--- src/source/exu_pkg.sv ---
`default_nettype none

package exu_pkg;

  // widths with a meaning of their own
  typedef logic [31:0] word_t;      // data or address word
  typedef logic [4:0]  reg_addr_t;  // gpr index
  typedef logic [11:0] csr_addr_t;
  typedef logic [4:0]  opcode_t;    // instr[6:2]
  typedef logic [2:0]  funct_t;     // funct3

  // major opcodes, instr[6:2]
  localparam opcode_t OP_LUI    = 5'b01101;
  localparam opcode_t OP_AUIPC  = 5'b00101;
  localparam opcode_t OP_JAL    = 5'b11011;
  localparam opcode_t OP_JALR   = 5'b11001;
  localparam opcode_t OP_BRANCH = 5'b11000;
  localparam opcode_t OP_LOAD   = 5'b00000;
  localparam opcode_t OP_STORE  = 5'b01000;
  localparam opcode_t OP_CALRI  = 5'b00100;  // reg-imm alu
  localparam opcode_t OP_CALRR  = 5'b01100;  // reg-reg alu
  localparam opcode_t OP_SYS    = 5'b11100;  // ecall, mret, csr ops

  // branch conditions
  localparam funct_t BR_BEQ  = 3'b000;
  localparam funct_t BR_BNE  = 3'b001;
  localparam funct_t BR_BLT  = 3'b100;
  localparam funct_t BR_BGE  = 3'b101;
  localparam funct_t BR_BLTU = 3'b110;
  localparam funct_t BR_BGEU = 3'b111;

  // alu ops, funcs picks sub / sra
  localparam funct_t ALU_ADD  = 3'b000;
  localparam funct_t ALU_SLL  = 3'b001;
  localparam funct_t ALU_SLT  = 3'b010;
  localparam funct_t ALU_SLTU = 3'b011;
  localparam funct_t ALU_XOR  = 3'b100;
  localparam funct_t ALU_SR   = 3'b101;
  localparam funct_t ALU_OR   = 3'b110;
  localparam funct_t ALU_AND  = 3'b111;

  // load / store widths
  localparam funct_t MEM_B  = 3'b000;
  localparam funct_t MEM_H  = 3'b001;
  localparam funct_t MEM_W  = 3'b010;
  localparam funct_t MEM_BU = 3'b100;
  localparam funct_t MEM_HU = 3'b101;

  localparam csr_addr_t CSR_MEPC   = 12'h341;
  localparam csr_addr_t CSR_MCAUSE = 12'h342;

  localparam word_t CAUSE_ECALL_M = 32'd11;  // environment call from m-mode

  // what the execute controller is still waiting for
  typedef enum logic [1:0] {
    EX_IDLE,
    EX_WAIT_NPC,
    EX_WAIT_MEM,
    EX_WAIT_BOTH
  } exu_state_t;

endpackage

`default_nettype wire

--- src/source/alu.sv ---
`timescale 1ns/1ps
`default_nettype none

module alu (
  input  wire exu_pkg::word_t  a,
  input  wire exu_pkg::word_t  b,
  input  wire exu_pkg::funct_t funct,
  input  wire                  funcs,
  output exu_pkg::word_t       val
);

  logic [4:0] shamt;
  exu_pkg::word_t sum;
  exu_pkg::word_t srl_val;
  exu_pkg::word_t sra_val;
  logic lt_s;
  logic lt_u;

  assign shamt = b[4:0];

  // funcs turns add into sub, also used by beq/bne
  assign sum = funcs ? a - b : a + b;

  assign lt_s = $signed(a) < $signed(b);
  assign lt_u = a < b;

  // kept in its own assign so the shift stays signed
  assign sra_val = $signed(a) >>> shamt;
  assign srl_val = a >> shamt;

  always_comb begin
    case (funct)
      exu_pkg::ALU_ADD: begin
        val = sum;
      end
      exu_pkg::ALU_SLL: begin
        val = a << shamt;
      end
      exu_pkg::ALU_SLT: begin
        val = {31'b0, lt_s};  // bit 0 feeds blt/bge
      end
      exu_pkg::ALU_SLTU: begin
        val = {31'b0, lt_u};
      end
      exu_pkg::ALU_XOR: begin
        val = a ^ b;
      end
      exu_pkg::ALU_SR: begin
        val = funcs ? sra_val : srl_val;
      end
      exu_pkg::ALU_OR: begin
        val = a | b;
      end
      exu_pkg::ALU_AND: begin
        val = a & b;
      end
      default: begin
        val = sum;
      end
    endcase
  end

endmodule

`default_nettype wire

--- src/source/branch_unit.sv ---
`timescale 1ns/1ps
`default_nettype none

module branch_unit (
  input  wire exu_pkg::word_t   pc,
  input  wire exu_pkg::word_t   src1,
  input  wire exu_pkg::word_t   imm,
  input  wire exu_pkg::word_t   csr,
  input  wire exu_pkg::opcode_t opcode,
  input  wire exu_pkg::funct_t  funct,
  input  wire exu_pkg::word_t   alu_val,
  output exu_pkg::word_t        npc
);

  logic alu_zero;
  logic br_taken;
  logic csr_jump;
  exu_pkg::word_t base;
  exu_pkg::word_t inc;
  exu_pkg::word_t sum;

  assign alu_zero = (alu_val == '0);

  // only meaningful for OP_BRANCH
  always_comb begin
    case (funct)
      exu_pkg::BR_BEQ:                  br_taken = alu_zero;
      exu_pkg::BR_BNE:                  br_taken = ~alu_zero;
      exu_pkg::BR_BLT, exu_pkg::BR_BLTU: br_taken = alu_val[0];
      exu_pkg::BR_BGE, exu_pkg::BR_BGEU: br_taken = ~alu_val[0];
      default:                          br_taken = 1'b0;
    endcase
  end

  // ecall and mret, target comes in on csr (mtvec / mepc)
  assign csr_jump = (opcode == exu_pkg::OP_SYS) && (funct == '0);

  always_comb begin
    if (opcode == exu_pkg::OP_JALR) begin
      base = src1;
    end else if (csr_jump) begin
      base = csr;
    end else begin
      base = pc;
    end
  end

  always_comb begin
    case (opcode)
      exu_pkg::OP_JAL, exu_pkg::OP_JALR: begin
        inc = imm;
      end
      exu_pkg::OP_BRANCH: begin
        inc = br_taken ? imm : 32'd4;
      end
      exu_pkg::OP_SYS: begin
        inc = csr_jump ? 32'd0 : 32'd4;  // csr ops just fall through
      end
      default: begin
        inc = 32'd4;
      end
    endcase
  end

  assign sum = base + inc;
  assign npc = {sum[31:1], 1'b0};  // jalr rule, harmless elsewhere

endmodule

`default_nettype wire

--- src/source/exu.sv ---
`timescale 1ns/1ps
`default_nettype none

module exu (
  input  wire                     clk,
  input  wire                     rstn,
  // decoded instruction
  input  wire                     id_valid,
  output logic                    id_ready,
  input  wire exu_pkg::word_t     pc,
  input  wire exu_pkg::opcode_t   opcode,
  input  wire exu_pkg::funct_t    funct,
  input  wire exu_pkg::reg_addr_t rd,
  input  wire exu_pkg::word_t     src1,
  input  wire exu_pkg::word_t     src2,
  input  wire exu_pkg::word_t     imm,
  input  wire exu_pkg::word_t     csr,
  input  wire exu_pkg::word_t     alu_a,
  input  wire exu_pkg::word_t     alu_b,
  input  wire exu_pkg::funct_t    alu_funct,
  input  wire                     alu_funcs,
  // next pc to fetch
  output logic                    npc_valid,
  input  wire                     npc_ready,
  output exu_pkg::word_t          npc,
  // register file and csr write pulses
  output logic                    gpr_wen,
  output exu_pkg::reg_addr_t      gpr_waddr,
  output exu_pkg::word_t          gpr_wdata,
  output logic                    csr_wen1,
  output exu_pkg::csr_addr_t      csr_waddr1,
  output exu_pkg::word_t          csr_wdata1,
  output logic                    csr_wen2,
  output exu_pkg::csr_addr_t      csr_waddr2,
  output exu_pkg::word_t          csr_wdata2,
  // lsu channels
  output logic                    rreq_valid,
  input  wire                     rreq_ready,
  output exu_pkg::word_t          mem_raddr,
  output exu_pkg::funct_t         mem_rfunc,
  input  wire                     rres_valid,
  output logic                    rres_ready,
  input  wire exu_pkg::word_t     mem_rdata,
  output logic                    wreq_valid,
  input  wire                     wreq_ready,
  output exu_pkg::word_t          mem_waddr,
  output exu_pkg::funct_t         mem_wfunc,
  output exu_pkg::word_t          mem_wdata,
  input  wire                     wres_valid,
  output logic                    wres_ready
);

  exu_pkg::word_t alu_val;
  exu_pkg::word_t id_npc;
  exu_pkg::word_t id_gpr_wdata;
  exu_pkg::exu_state_t state;
  exu_pkg::exu_state_t state_nxt;
  logic id_hs;
  logic npc_hs;
  logic mem_done;
  logic is_load;
  logic is_store;
  logic is_sys;
  logic csr_op;
  logic ecall;
  logic id_gpr_wen;

  alu u_alu (
    .a     (alu_a),
    .b     (alu_b),
    .funct (alu_funct),
    .funcs (alu_funcs),
    .val   (alu_val)
  );

  branch_unit u_branch (
    .pc      (pc),
    .src1    (src1),
    .imm     (imm),
    .csr     (csr),
    .opcode  (opcode),
    .funct   (funct),
    .alu_val (alu_val),
    .npc     (id_npc)
  );

  assign id_hs    = id_valid & id_ready;
  assign npc_hs   = npc_valid & npc_ready;
  assign mem_done = (rres_valid & rres_ready) | (wres_valid & wres_ready);

  // responses are always taken, only one request can be out
  assign rres_ready = 1'b1;
  assign wres_ready = 1'b1;

  assign is_load  = (opcode == exu_pkg::OP_LOAD);
  assign is_store = (opcode == exu_pkg::OP_STORE);
  assign is_sys   = (opcode == exu_pkg::OP_SYS);
  assign csr_op   = is_sys & (funct != '0);   // csrrw and friends
  assign ecall    = is_sys & (funct == '0) & (imm[11:0] == '0);  // mret has 0x302 here

  always_comb begin
    case (opcode)
      exu_pkg::OP_LUI, exu_pkg::OP_AUIPC, exu_pkg::OP_JAL, exu_pkg::OP_JALR,
      exu_pkg::OP_LOAD, exu_pkg::OP_CALRI, exu_pkg::OP_CALRR: id_gpr_wen = 1'b1;
      exu_pkg::OP_SYS: id_gpr_wen = csr_op;  // old csr value goes to rd
      default:         id_gpr_wen = 1'b0;
    endcase
  end

  // link values for jumps also come out of the alu
  assign id_gpr_wdata = csr_op ? csr : alu_val;

  // mcause port never changes
  assign csr_waddr2 = exu_pkg::CSR_MCAUSE;
  assign csr_wdata2 = exu_pkg::CAUSE_ECALL_M;

  // the fsm alone decides when a new instruction may enter
  assign id_ready = (state == exu_pkg::EX_IDLE);

  always_comb begin
    state_nxt = state;
    case (state)
      exu_pkg::EX_IDLE: begin
        if (id_hs) begin
          state_nxt = (is_load | is_store) ? exu_pkg::EX_WAIT_BOTH : exu_pkg::EX_WAIT_NPC;
        end
      end
      exu_pkg::EX_WAIT_NPC: begin
        if (npc_hs) begin
          state_nxt = exu_pkg::EX_IDLE;
        end
      end
      exu_pkg::EX_WAIT_MEM: begin
        if (mem_done) begin
          state_nxt = exu_pkg::EX_IDLE;
        end
      end
      exu_pkg::EX_WAIT_BOTH: begin
        if (npc_hs & mem_done) begin
          state_nxt = exu_pkg::EX_IDLE;
        end else if (npc_hs) begin
          state_nxt = exu_pkg::EX_WAIT_MEM;
        end else if (mem_done) begin
          state_nxt = exu_pkg::EX_WAIT_NPC;
        end
      end
      default: begin
        state_nxt = exu_pkg::EX_IDLE;
      end
    endcase
  end

  always_ff @(posedge clk) begin
    if (rstn) begin
      state      <= exu_pkg::EX_IDLE;
      npc_valid  <= 1'b0;
      rreq_valid <= 1'b0;
      wreq_valid <= 1'b0;
      gpr_wen    <= 1'b0;
      csr_wen1   <= 1'b0;
      csr_wen2   <= 1'b0;
    end else begin
      state <= state_nxt;
      // single-cycle pulses, loads write once the data is back
      gpr_wen  <= (id_hs & id_gpr_wen & ~is_load) | (rres_valid & rres_ready);
      csr_wen1 <= id_hs & (csr_op | ecall);
      csr_wen2 <= id_hs & ecall;

      if (id_hs) begin
        npc_valid <= 1'b1;
      end else if (npc_hs) begin
        npc_valid <= 1'b0;
      end

      if (id_hs & is_load) begin
        rreq_valid <= 1'b1;
      end else if (rreq_valid & rreq_ready) begin
        rreq_valid <= 1'b0;
      end

      if (id_hs & is_store) begin
        wreq_valid <= 1'b1;
      end else if (wreq_valid & wreq_ready) begin
        wreq_valid <= 1'b0;
      end
    end
  end

  // payload latched on acceptance
  always_ff @(posedge clk) begin
    if (id_hs) begin
      npc        <= id_npc;
      gpr_waddr  <= rd;                         // also serves as rd for the load
      gpr_wdata  <= id_gpr_wdata;
      csr_waddr1 <= csr_op ? imm[11:0] : exu_pkg::CSR_MEPC;
      csr_wdata1 <= csr_op ? alu_val : pc;      // ecall saves pc in mepc
      if (is_load) begin
        mem_raddr <= alu_val;
        mem_rfunc <= funct;
      end
      if (is_store) begin
        mem_waddr <= alu_val;
        mem_wfunc <= funct;
        mem_wdata <= src2;
      end
    end
    if (rres_valid & rres_ready) begin
      gpr_wdata <= mem_rdata;
    end
  end

endmodule

`default_nettype wire

--- config.mk ---
export PLATFORM = sky130hd
export DESIGN_NAME = exu
export DESIGN_NICKNAME = d
export VERILOG_FILES = /design/src/source/exu_pkg.sv /design/src/source/alu.sv /design/src/source/branch_unit.sv /design/src/source/exu.sv
export SDC_FILE = /design/constraint.sdc
export NUM_CORES = 1
export LEC_CHECK = 0
export ABC_CLOCK_PERIOD_IN_PS = 17750
export BUFFER_PORTS_ARGS = -buffer_cell sky130_fd_sc_hd__buf_2
export CAP_MARGIN = 20
export CELL_PAD_IN_SITES_DETAIL_PLACEMENT = 0
export CELL_PAD_IN_SITES_GLOBAL_PLACEMENT = 1
export CORE_MARGIN = 3
export CORE_UTILIZATION = 43
export CTS_CLUSTER_SIZE = 14
export DETAILED_ROUTE_END_ITERATION = 8
export HOLD_SLACK_MARGIN = 0.03
export PLACE_DENSITY_LB_ADDON = 0.1
export SLEW_MARGIN = 20
export SYNTH_ARGS = -nofsm -noshare
export SYNTH_HDL_FRONTEND = slang
export SYNTH_SLANG_ARGS = --single-unit
--- constraint.sdc ---
create_clock -name clk -period 17.75 [get_ports clk]
set_input_delay 2.6625 -clock clk [delete_from_list [all_inputs] [get_ports clk]]
set_output_delay 2.6625 -clock clk [all_outputs]
set_load 0.1 [all_outputs]
# Yosys cells after proc, flatten, opt, wreduce, memory -nomap -nowiden
# Index checks and enable logic that the tools add are counted.
# op_classes
reduce_logical	19
mux	28
add_sub_neg	3
magnitude_cmp	2
bitwise_logic	24
n_eq_ne	28
shift	3
# ops
op	n
$mux W32	9
$pmux W32 S8	1
$pmux W32 S3	1
$add A32 B32 Y32	2
$lt A32 B32 Y1	2
$and A32 B32 Y32	1
$logic_not A32 Y1	1
$or A32 B32 Y32	1
$shl A32 B5 Y32	1
$shr A32 B5 Y32	1
$sshr A32 B5 Y32	1
$sub A32 B32 Y32	1
$xor A32 B32 Y32	1
$eq A3 B3 Y1 const B	8
$eq A5 B5 Y1 const B	4
$eq A5 B4 Y1 const B	3
$and A1 B1 Y1	14
$mux W2	7
$logic_not A12 Y1	1
$eq A5 B3 Y1 const B	2
$pmux W2 S4	1
$reduce_bool A2 Y1	4
$reduce_or A7 Y1	1
$eq A3 B1 Y1 const B	2
other kinds (20)	37
# totals
output_inout_bits	268
elab_cells	124
input_bits	281
reg_bits	222

# Longest topological paths before layout
# Gate-level depths: netlist (run 1).
# logic_depth
ltp_word	9
ltp_mapped	39
mapped_depth_nobuf	35

# By module
# Synthesis (run 1) repeated with hierarchy kept, for this count alone.
# unflattened
cells_unflattened	2246
area_unflattened_um2	20354.5
# modules_own_cells
module	area_each_um2	seq_area_each_um2	cells_each	instances
exu	8849.7	6616.3	518	1
alu	8784.7	0.0	1319	1
branch_unit	2720.1	0.0	409	1

# Worst setup path after synthesis (run 1)
# Ideal clock, no wire load.
# synth_timing
path_type	input -> register
from	input alu_b[2]
to	register npc[30], data pin
path_buffers	6
arrival_ns	11.159
cell_stages	38
t_required_ns	17.492
path_slack_ns	6.333
setup_ns	0.258
cell_sequence	buf_2 > inv_2 > buf_2 > buf_2 > buf_2 > buf_2 > ha_1 > nor2b_1 > a211o_1 > a211oi_2 > o21ai_1 > o31ai_2 > xnor2_1 > o221ai_1 > or4_1 > nor4_1 > nand4_1 > or3_4 > [2 not listed] > a31oi_1 > ha_1 > nor2b_1 > o21ai_0 > a21boi_0 > o21ai_0 > a21boi_0 > o21ai_0 > nand2b_1 > a31oi_1 > a211oi_1 > o41a_1 > o41ai_1 > o21bai_1 > or4_1 > a31o_2 > a21oi_1 > xnor2_1
# synth_between
elab_chain_cells	9
word_cells_on_any_way	20
classes_between	3 x add/sub; 2 x order compare; 3 x shift; 6 x mux; 5 x bitwise; 1 x reduce/logical
# synth_rtl
item	line_no	text
start: declaration	exu.sv:19	input wire exu_pkg::word_t alu_b,
$add A32 B32 Y32, or another cell as far along	alu.sv:22	assign sum = funcs ? a - b : a + b;
$mux W32 (on tied branches)	alu.sv:22, alu.sv:49	
$pmux W32 S8 *	alu.sv:32	case (funct)
named net alu_val[21]	exu.sv:53	exu_pkg::word_t alu_val;
$logic_not A32 Y1 *	branch_unit.sv:22	assign alu_zero = (alu_val == '0);
$not A1 Y1	branch_unit.sv:28	exu_pkg::BR_BNE: br_taken = ~alu_zero;
$pmux W1 S4 *	branch_unit.sv:26	case (funct)
$mux W32 *	branch_unit.sv:54	inc = br_taken ? imm : 32'd4;
$pmux W32 S3 *	branch_unit.sv:49	case (opcode)
$add A32 B32 Y32 *	branch_unit.sv:65	assign sum = base + inc;
named net id_npc[30]	exu.sv:54	exu_pkg::word_t id_npc;
end signal: assignment	exu.sv:192	npc <= id_npc;
end: declaration	exu.sv:25	output exu_pkg::word_t npc,
# The timed path passes the listed nets; every way through them passes the cells marked *.
# A chain may end at the register's enable or synchronous reset.

# Worst setup path in the final report (run 1)
# layout_timing
from	input alu_b[3]
to	register npc[30], data pin
# The elaborated chain is that of the path after synthesis.

==> reports/summary.txt, run 1 <==
Result of the run - finished clean
Hold depth - 2
Sum of met2 wire segment lengths after detailed routing - 46.96 mm
Net total in the final layout - 3228
Number of antenna violations at the first check in global routing - 7
Slew @ Worst Pin - 1221 ps
Drt initial violations - 2549
Most common cell after layout, fill and taps aside - sky130_fd_sc_hd__buf_2
M1 wire length - 39.27 mm
Share of the clock period used by the worst path after layout - 0.7268
Drc violations - 0
Instance count of the mapped netlist - 2411
Area leader, netlist - sky130_fd_sc_hd__edfxtp_1
Peak Freq - 77.51 MHz
# clock sinks - 222
Number of buffers on the longest clock path - 3
CP peak stage delay - 730 ps
Netlist cell types - 101
Cell at the root of the clock tree - sky130_fd_sc_hd__clkbuf_16
Worst Setup End Kind - register
Leakage power summed over all cells - 10.96 nW
RSZ-0062 raised after global routing - no
Share of total power consumed by net switching - 0.4187
Relative contribution of the clock network to total power - 0.278
Synth area leaders - sky130_fd_sc_hd__edfxtp_1, sky130_fd_sc_hd__ha_1, sky130_fd_sc_hd__mux2i_1, sky130_fd_sc_hd__nand2_1, sky130_fd_sc_hd__a21oi_1
Number of enable flip-flop cells after synthesis - 214
Cell count after placement - 3398
Endpoint of the worst-slack reg-to-reg timing path - gpr_wen$_SDFF_PP0_
Final weighted congestion in routability-driven placement - 1.066
Highest-count cells in the layout ignoring fill and taps - sky130_fd_sc_hd__buf_2, sky130_fd_sc_hd__nand2_1, sky130_fd_sc_hd__edfxtp_1
TritonCTS clock tree - yes
Count of instances resized after the clock tree is built - 0
Final HPWL DP - 80.71 mm
Final Max Slew Viols - 0
Height of the die - 225.7 um
Number of port buffers - 501
First-pass GRT wire length - 143.3 mm
Detail Route Antenna Nets - 0
Data arrival at the endpoint of the critical path - 13200 ps
Fraction of synthesis flops using an asynchronous set or reset pin - 0
Worst vdd ir - 0.00005130 V
Final Routed Wirelength - 101.5 mm
Skew-Pair Late Insertion Delay - 540 ps
Total vias in the final route - 22030
Slew HR - 0.1827
Most common flop cell mapped by yosys - sky130_fd_sc_hd__edfxtp_1
Total cell area at the placement stage - 23440 um^2
1st-pass router iterations - 8
Fraction of final layout cells sized beyond drive strength 1 - 0.2330
Largest net degree at the start of global routing - 70
CTS H-tree depth - 1
Warnings, synthesis - 0
Kind of start point of the critical path - input port
Mean area per synthesized cell - 8.611 um^2
I/O pin count - 549
Worst reg-to-reg path cell count - 8
FF-to-FF setup slack - 15040 ps
Power spent charging and discharging nets - 0.8010 mW
Layout fillers - 4572
Clock slew at reported path FFs - 70 ps
Total congestion overflow - 0
Area occupied by multi-input gates - 12890 um^2
Final Instance Count excl. Fillers - 3447
Max_cap viols - 0
Std-Cell Rows - 79
Detailed route wirelength on metal3 - 9.264 mm
Synthesis-stage register bit count - 222
Final cell area excluding filler cells - 24280 um^2
Number of buffers inserted for hold repair after clock tree synthesis - 0
Internal Power - 1.112 mW
Via/cell ratio - 6.391
Class of the worst hold path - register to register
Fraction of power consumed by combinational cells - 0.398
Data required time at the worst endpoint - 18050 ps
Core footprint - 47150 um^2
Horizontal die dimension - 225.7 um
Fraction of post-synthesis cell area in the top cell type by area - 0.3095
Top routing layer in use - met4
Power per cell area - 78.77 nW/um^2
Layout Area Growth over Synthesis - 16.97%
Storage element area - 6586 um^2
Area of the die - 50950 um^2
Min cycle time layout - 12900 ps
Initial standard-cell utilization of the core - 0.4403
Mapped Area - 20760 um^2
Critical path class - input port to register
Cell at the slowest stage of the critical path - sky130_fd_sc_hd__o31ai_2
Routed wire length per instance - 29.46 um
Layout Skew - 33.68 ps
Buffers inserted by post-CTS timing repair - 0
Via count of the first global-routing pass - 20690
Final Setup Violations - 0
Aggregate global-route resource usage - 0.3785
CTS buffer count - 24
Number of endpoints with negative hold slack in the final report - 0
Critical Path Fanout Max - 49
Startpoint of the lowest-slack hold path - state[0]$_SDFFE_PP0P_
Launch point of the worst reg-to-reg path - state[1]$_SDFFE_PP0P_
Sum Neg Setup Slack - 0 ps
Sequential power share - 0.324
Hold-critical path endpoint - state[0]$_SDFFE_PP0P_
Portion of the post-synthesis area used by sequential elements - 0.3172
-- how the worst max path moves through the flow --
stage	start	endpoint	slack (ps)	cells past startpoint
2_1_floorplan	alu_b[2]	npc[30]$_DFFE_PP_	6330	38
3_3_place_gp	alu_b[3]	npc[30]$_DFFE_PP_	4620	35
3_5_place_dp	alu_b[3]	npc[30]$_DFFE_PP_	4530	35
4_1_cts	alu_b[3]	npc[30]$_DFFE_PP_	5040	35
5_1_grt	alu_b[3]	npc[30]$_DFFE_PP_	4350	35
6_report	alu_b[3]	npc[30]$_DFFE_PP_	4850	35
-- state kept, by name (all words and copies together), names as in the netlist --
register	flops
csr_waddr1	12
csr_wdata1	32
csr_wen1	1
csr_wen2	1
gpr_waddr	5
gpr_wdata	32
gpr_wen	1
mem_raddr	32
mem_rfunc	3
mem_waddr	32
mem_wdata	32
mem_wfunc	3
npc	31
npc_valid	1
rreq_valid	1
state	2
wreq_valid	1
-- power by group through the flow --
stage,Clock (mW),Combinational (mW),Sequential (mW)
after floorplan,0,0.356,0.802
after global placement,0,0.741,0.630
after detailed placement,0,0.742,0.631
after CTS,0.535,0.745,0.620
after global routing,0.554,0.793,0.621
final,0.531,0.762,0.620
-- cells in the mapped netlist (22+ instances only) --
cell type / count
sky130_fd_sc_hd__buf_4: 49
sky130_fd_sc_hd__edfxtp_1: 214
sky130_fd_sc_hd__ha_1: 127
sky130_fd_sc_hd__buf_2: 25
sky130_fd_sc_hd__nor3_1: 49
sky130_fd_sc_hd__o21ai_0: 148
sky130_fd_sc_hd__xnor2_1: 43
sky130_fd_sc_hd__nand2b_1: 27
sky130_fd_sc_hd__clkbuf_1: 101
sky130_fd_sc_hd__a21oi_1: 185
sky130_fd_sc_hd__nand2_1: 274
sky130_fd_sc_hd__o22ai_1: 23
sky130_fd_sc_hd__mux2i_1: 141
sky130_fd_sc_hd__a211oi_1: 40
sky130_fd_sc_hd__nor4_1: 26
sky130_fd_sc_hd__and2_1: 57
sky130_fd_sc_hd__nand3_1: 39
sky130_fd_sc_hd__mux2_2: 24
sky130_fd_sc_hd__nor2_1: 202
sky130_fd_sc_hd__a21o_1: 30
sky130_fd_sc_hd__o211ai_1: 28
sky130_fd_sc_hd__inv_1: 113
sky130_fd_sc_hd__a31oi_1: 22
-- stage by stage --
step                utilization  worst slack (ps)  total power, mW  hold slack, ps
floorplan                     -              6333            1.158           430.3
global placement         0.4972              4621            1.372           470.7
detailed placement       0.4972              4534            1.373           477.2
CTS                      0.5147              5038            1.899           483.8
global route             0.5151              4350            1.969           517.1
finish                   0.5151              4849            1.913           495.0
-- cell families (layout without fill, tap and decap cells) --
logic type	after synthesis	after routing	synth area share
and+or+nand+nor	798	798	0.1821
AOI/OAI and AO/OA	692	692	0.2199
buffers and inverters	318	695	0.07184
DFF	222	222	0.3172
muxes	194	194	0.1059
adders and majority gates	130	130	0.07943
xor gates and xnor gates	55	55	0.02320
other	2	54	0.0003617
-- critical path: cells and delay by family --
kind            cells  cell delay (ps)
fa+ha+maj           2              820
compound gates     19             5470
buf+inv             5             1370
xor+xnor            2              280
simple gates        7             2520
-- per-layer routing --
layer,global-route usage,vias to the layer above
met2,0.6156,1410
li1,-,9650
met5,0,-
met1,0.4856,10660
met4,0.1927,0
met3,0.06512,309
-- cell type report --
class,count,share of cell area
inverter,119,0.01845
clock inverter,13,0.007522
timing repair buffer,534,0.1136
tap,607,0.03127
multi-input combinational,1916,0.5309
clock buffer,29,0.02638
sequential,222,0.2712
antenna,7,0.0007213
Power figures use the tool's default switching activity.
==> inputs of run 2 (changes only) <==
--- a/config.mk
+++ b/config.mk
@@ -5,13 +5,13 @@
 export SDC_FILE = /design/constraint.sdc
 export NUM_CORES = 1
 export LEC_CHECK = 0
-export ABC_CLOCK_PERIOD_IN_PS = 17750
+export ABC_CLOCK_PERIOD_IN_PS = 11200
 export BUFFER_PORTS_ARGS = -buffer_cell sky130_fd_sc_hd__buf_2
 export CAP_MARGIN = 20
 export CELL_PAD_IN_SITES_DETAIL_PLACEMENT = 0
 export CELL_PAD_IN_SITES_GLOBAL_PLACEMENT = 1
 export CORE_MARGIN = 3
-export CORE_UTILIZATION = 43
+export CORE_UTILIZATION = 36
 export CTS_CLUSTER_SIZE = 14
 export DETAILED_ROUTE_END_ITERATION = 8
 export HOLD_SLACK_MARGIN = 0.03
==> constraint.sdc (replaced) <==
create_clock -name clk -period 11.2 [get_ports clk]
set_input_delay 1.68 -clock clk [delete_from_list [all_inputs] [get_ports clk]]
set_output_delay 1.68 -clock clk [all_outputs]
set_load 0.1 [all_outputs]
==> reports/summary.txt, run 2 (same netlist as run 1, synthesis figures left out) <==
Result of the run - finished clean
Slack of the critical path - 749.8 ps (-4099 ps)
Skew-Pair Late Insertion Delay - 540 ps (about the same)
Final Routed Wirelength - 103.8 mm (+2.2%)
Class of the worst hold path - register to register
CTS H-tree depth - 1 (unchanged)
Hold depth - 2 (unchanged)
Highest-count cells in the layout ignoring fill and taps - sky130_fd_sc_hd__buf_2, sky130_fd_sc_hd__nand2_1, sky130_fd_sc_hd__edfxtp_1
Final Setup Violations - 0 (unchanged)
Launch point of the worst reg-to-reg path - state[1]$_SDFFE_PP0P_
# clock sinks - 222 (unchanged)
Slew @ Worst Pin - 1074 ps (-147.2 ps)
Worst Setup End Kind - register
Net total in the final layout - 3271 (+1.3%)
Worst vdd ir - 0.00008975 V (+75%)
Final HPWL DP - 83.65 mm (+3.6%)
Hold-critical path endpoint - state[0]$_SDFFE_PP0P_
1st-pass router iterations - 9 (+1)
Number of buffers inserted for hold repair after clock tree synthesis - 0 (unchanged)
Number of port buffers - 501 (unchanged)
Setup crit start - alu_b[1]
Critical path class - input port to register
Layout Area Growth over Synthesis - 19.23%
Number of endpoints with negative hold slack in the final report - 0 (unchanged)
Critical Path Fanout Max - 99 (+100%)
Storage element area - 6586 um^2 (unchanged)
Height of the die - 246.1 um (+9.0%)
Initial standard-cell utilization of the core - 0.3661 (-0.07426)
CTS buffer count - 25 (+4.2%)
Via count of the first global-routing pass - 20670 (-0.082%)
Core footprint - 56710 um^2 (+20%)
Routed wire length per instance - 28.49 um (-3.3%)
Total vias in the final route - 21770 (-1.2%)
Count of instances resized after the clock tree is built - 0 (unchanged)
Drt initial violations - 2033 (-20%)
I/O pin count - 549 (unchanged)
Final Instance Count excl. Fillers - 3642 (+5.7%)
Horizontal die dimension - 246.1 um (+9.0%)
Final cell area excluding filler cells - 24750 um^2 (+1.9%)
Cell count after placement - 3589 (+5.6%)
Area occupied by multi-input gates - 12890 um^2 (about the same)
Core utilization of the finished layout - 0.4365 (-0.07859)
Final Max Slew Viols - 0 (unchanged)
Data arrival at the endpoint of the critical path - 10760 ps (-2440 ps)
Max_cap viols - 0 (unchanged)
Slew HR - 0.2838 (+0.1011)
Kind of start point of the critical path - input port
Share of the clock period used by the worst path after layout - 0.9331
Largest net degree at the start of global routing - 100 (+43%)
Aggregate global-route resource usage - 0.3250 (-0.05352)
Detail Route Antenna Nets - 0 (unchanged)
Cell at the slowest stage of the critical path - sky130_fd_sc_hd__nor4_1
Fraction of final layout cells sized beyond drive strength 1 - 0.2445 (+0.01156)
Min cycle time layout - 10450 ps
Most common cell after layout, fill and taps aside - sky130_fd_sc_hd__buf_2
TritonCTS clock tree - yes
Drc violations - 0 (unchanged)
Power per cell area - 121.0 nW/um^2 (+54%)
FF-to-FF setup slack - 8470 ps (-6570 ps)
Layout Skew - 33.41 ps (-0.2699 ps)
Final weighted congestion in routability-driven placement - 0.9953 (-6.7%)
Area of the die - 60590 um^2 (+19%)
Layout fillers - 5780 (+26%)
Peak Freq - 95.69 MHz
CP peak stage delay - 620 ps (-110 ps)
Number of buffers on the longest clock path - 3 (unchanged)
RSZ-0062 raised after global routing - no
Total cell area at the placement stage - 23960 um^2 (+2.2%)
Startpoint of the lowest-slack hold path - state[0]$_SDFFE_PP0P_
Cell at the root of the clock tree - sky130_fd_sc_hd__clkbuf_16
First-pass GRT wire length - 145.6 mm (+1.6%)
Buffers inserted by post-CTS timing repair - 0 (unchanged)
Data required time at the worst endpoint - 11510 ps (-6540 ps)
Endpoint of the worst-slack reg-to-reg timing path - gpr_wen$_SDFF_PP0_
Number of antenna violations at the first check in global routing - 7 (unchanged)
Leakage power summed over all cells - 11.15 nW (+1.7%)
Std-Cell Rows - 87 (+10%)
Via/cell ratio - 5.977 (-6.5%)
Sum Neg Setup Slack - 0 ps (unchanged)
Total congestion overflow - 0 (unchanged)
Clock slew at reported path FFs - 60 ps (about the same)
Worst reg-to-reg path cell count - 8 (unchanged)
Post-place setup slack - 385.1 ps (-4149 ps)
-- run 2: changes by cell type in the layout (fill, tap and decap cells not counted), sizes merged --
cell	before	now
clkbuf	29	31
bufinv	4	1
clkinvlp	0	1
buf	534	576
clkinv	12	16
-- run 2: worst max-delay path by stage --
stage	slack [ps]	to	depth (start not counted)
floorplan	770	npc[30]$_DFFE_PP_	38
global route	110	npc[30]$_DFFE_PP_	34
detailed placement	390	npc[30]$_DFFE_PP_	34
global placement	230	npc[30]$_DFFE_PP_	34
CTS	890	npc[30]$_DFFE_PP_	34
finish	750	npc[30]$_DFFE_PP_	34
-- run 2: layout make-up --
type / count / area share
Multi-Input combinational cell: 1916 / 0.5206
Sequential cell: 222 / 0.2661
Timing Repair Buffer: 576 / 0.1250
Tap cell: 756 / 0.03821
Clock buffer: 31 / 0.02699
Inverter: 119 / 0.01810
Clock inverter: 15 / 0.004296
Antenna cell: 7 / 0.0007076
-- run 2: power breakdown --
part | switching (mW) | internal, mW
clock network | 0.335 | 0.446
logic | 0.922 | 0.308
registers | 0.0143 | 0.968
total | 1.27 | 1.72
-- run 2: metal layers --
layer  track usage  part of all wire  vias to the layer above
met5             0           0.00013                        -
met2        0.5375              0.47                     1153
li1              -                 -                     9724
met3       0.04277             0.078                      190
met4        0.1233             0.041                        2
met1        0.4321              0.41                    10700
-- run 2: through the flow --
step,total power [mW],hold WS [ps]
after global placement,2.212,446.2
after global routing,3.101,481.6
after CTS,2.991,462.0
after floorplan,1.836,430.3
after detailed placement,2.208,455.5
final,2.994,459.4
-- run 2: critical path, delay by kind of cell --
kind / cells / cell delay (ps)
mux: 2 / 1000
fa+ha+maj: 1 / 300
compound gates: 18 / 4370
xor+xnor: 1 / 80
buf+inv: 4 / 880
simple gates: 8 / 2300
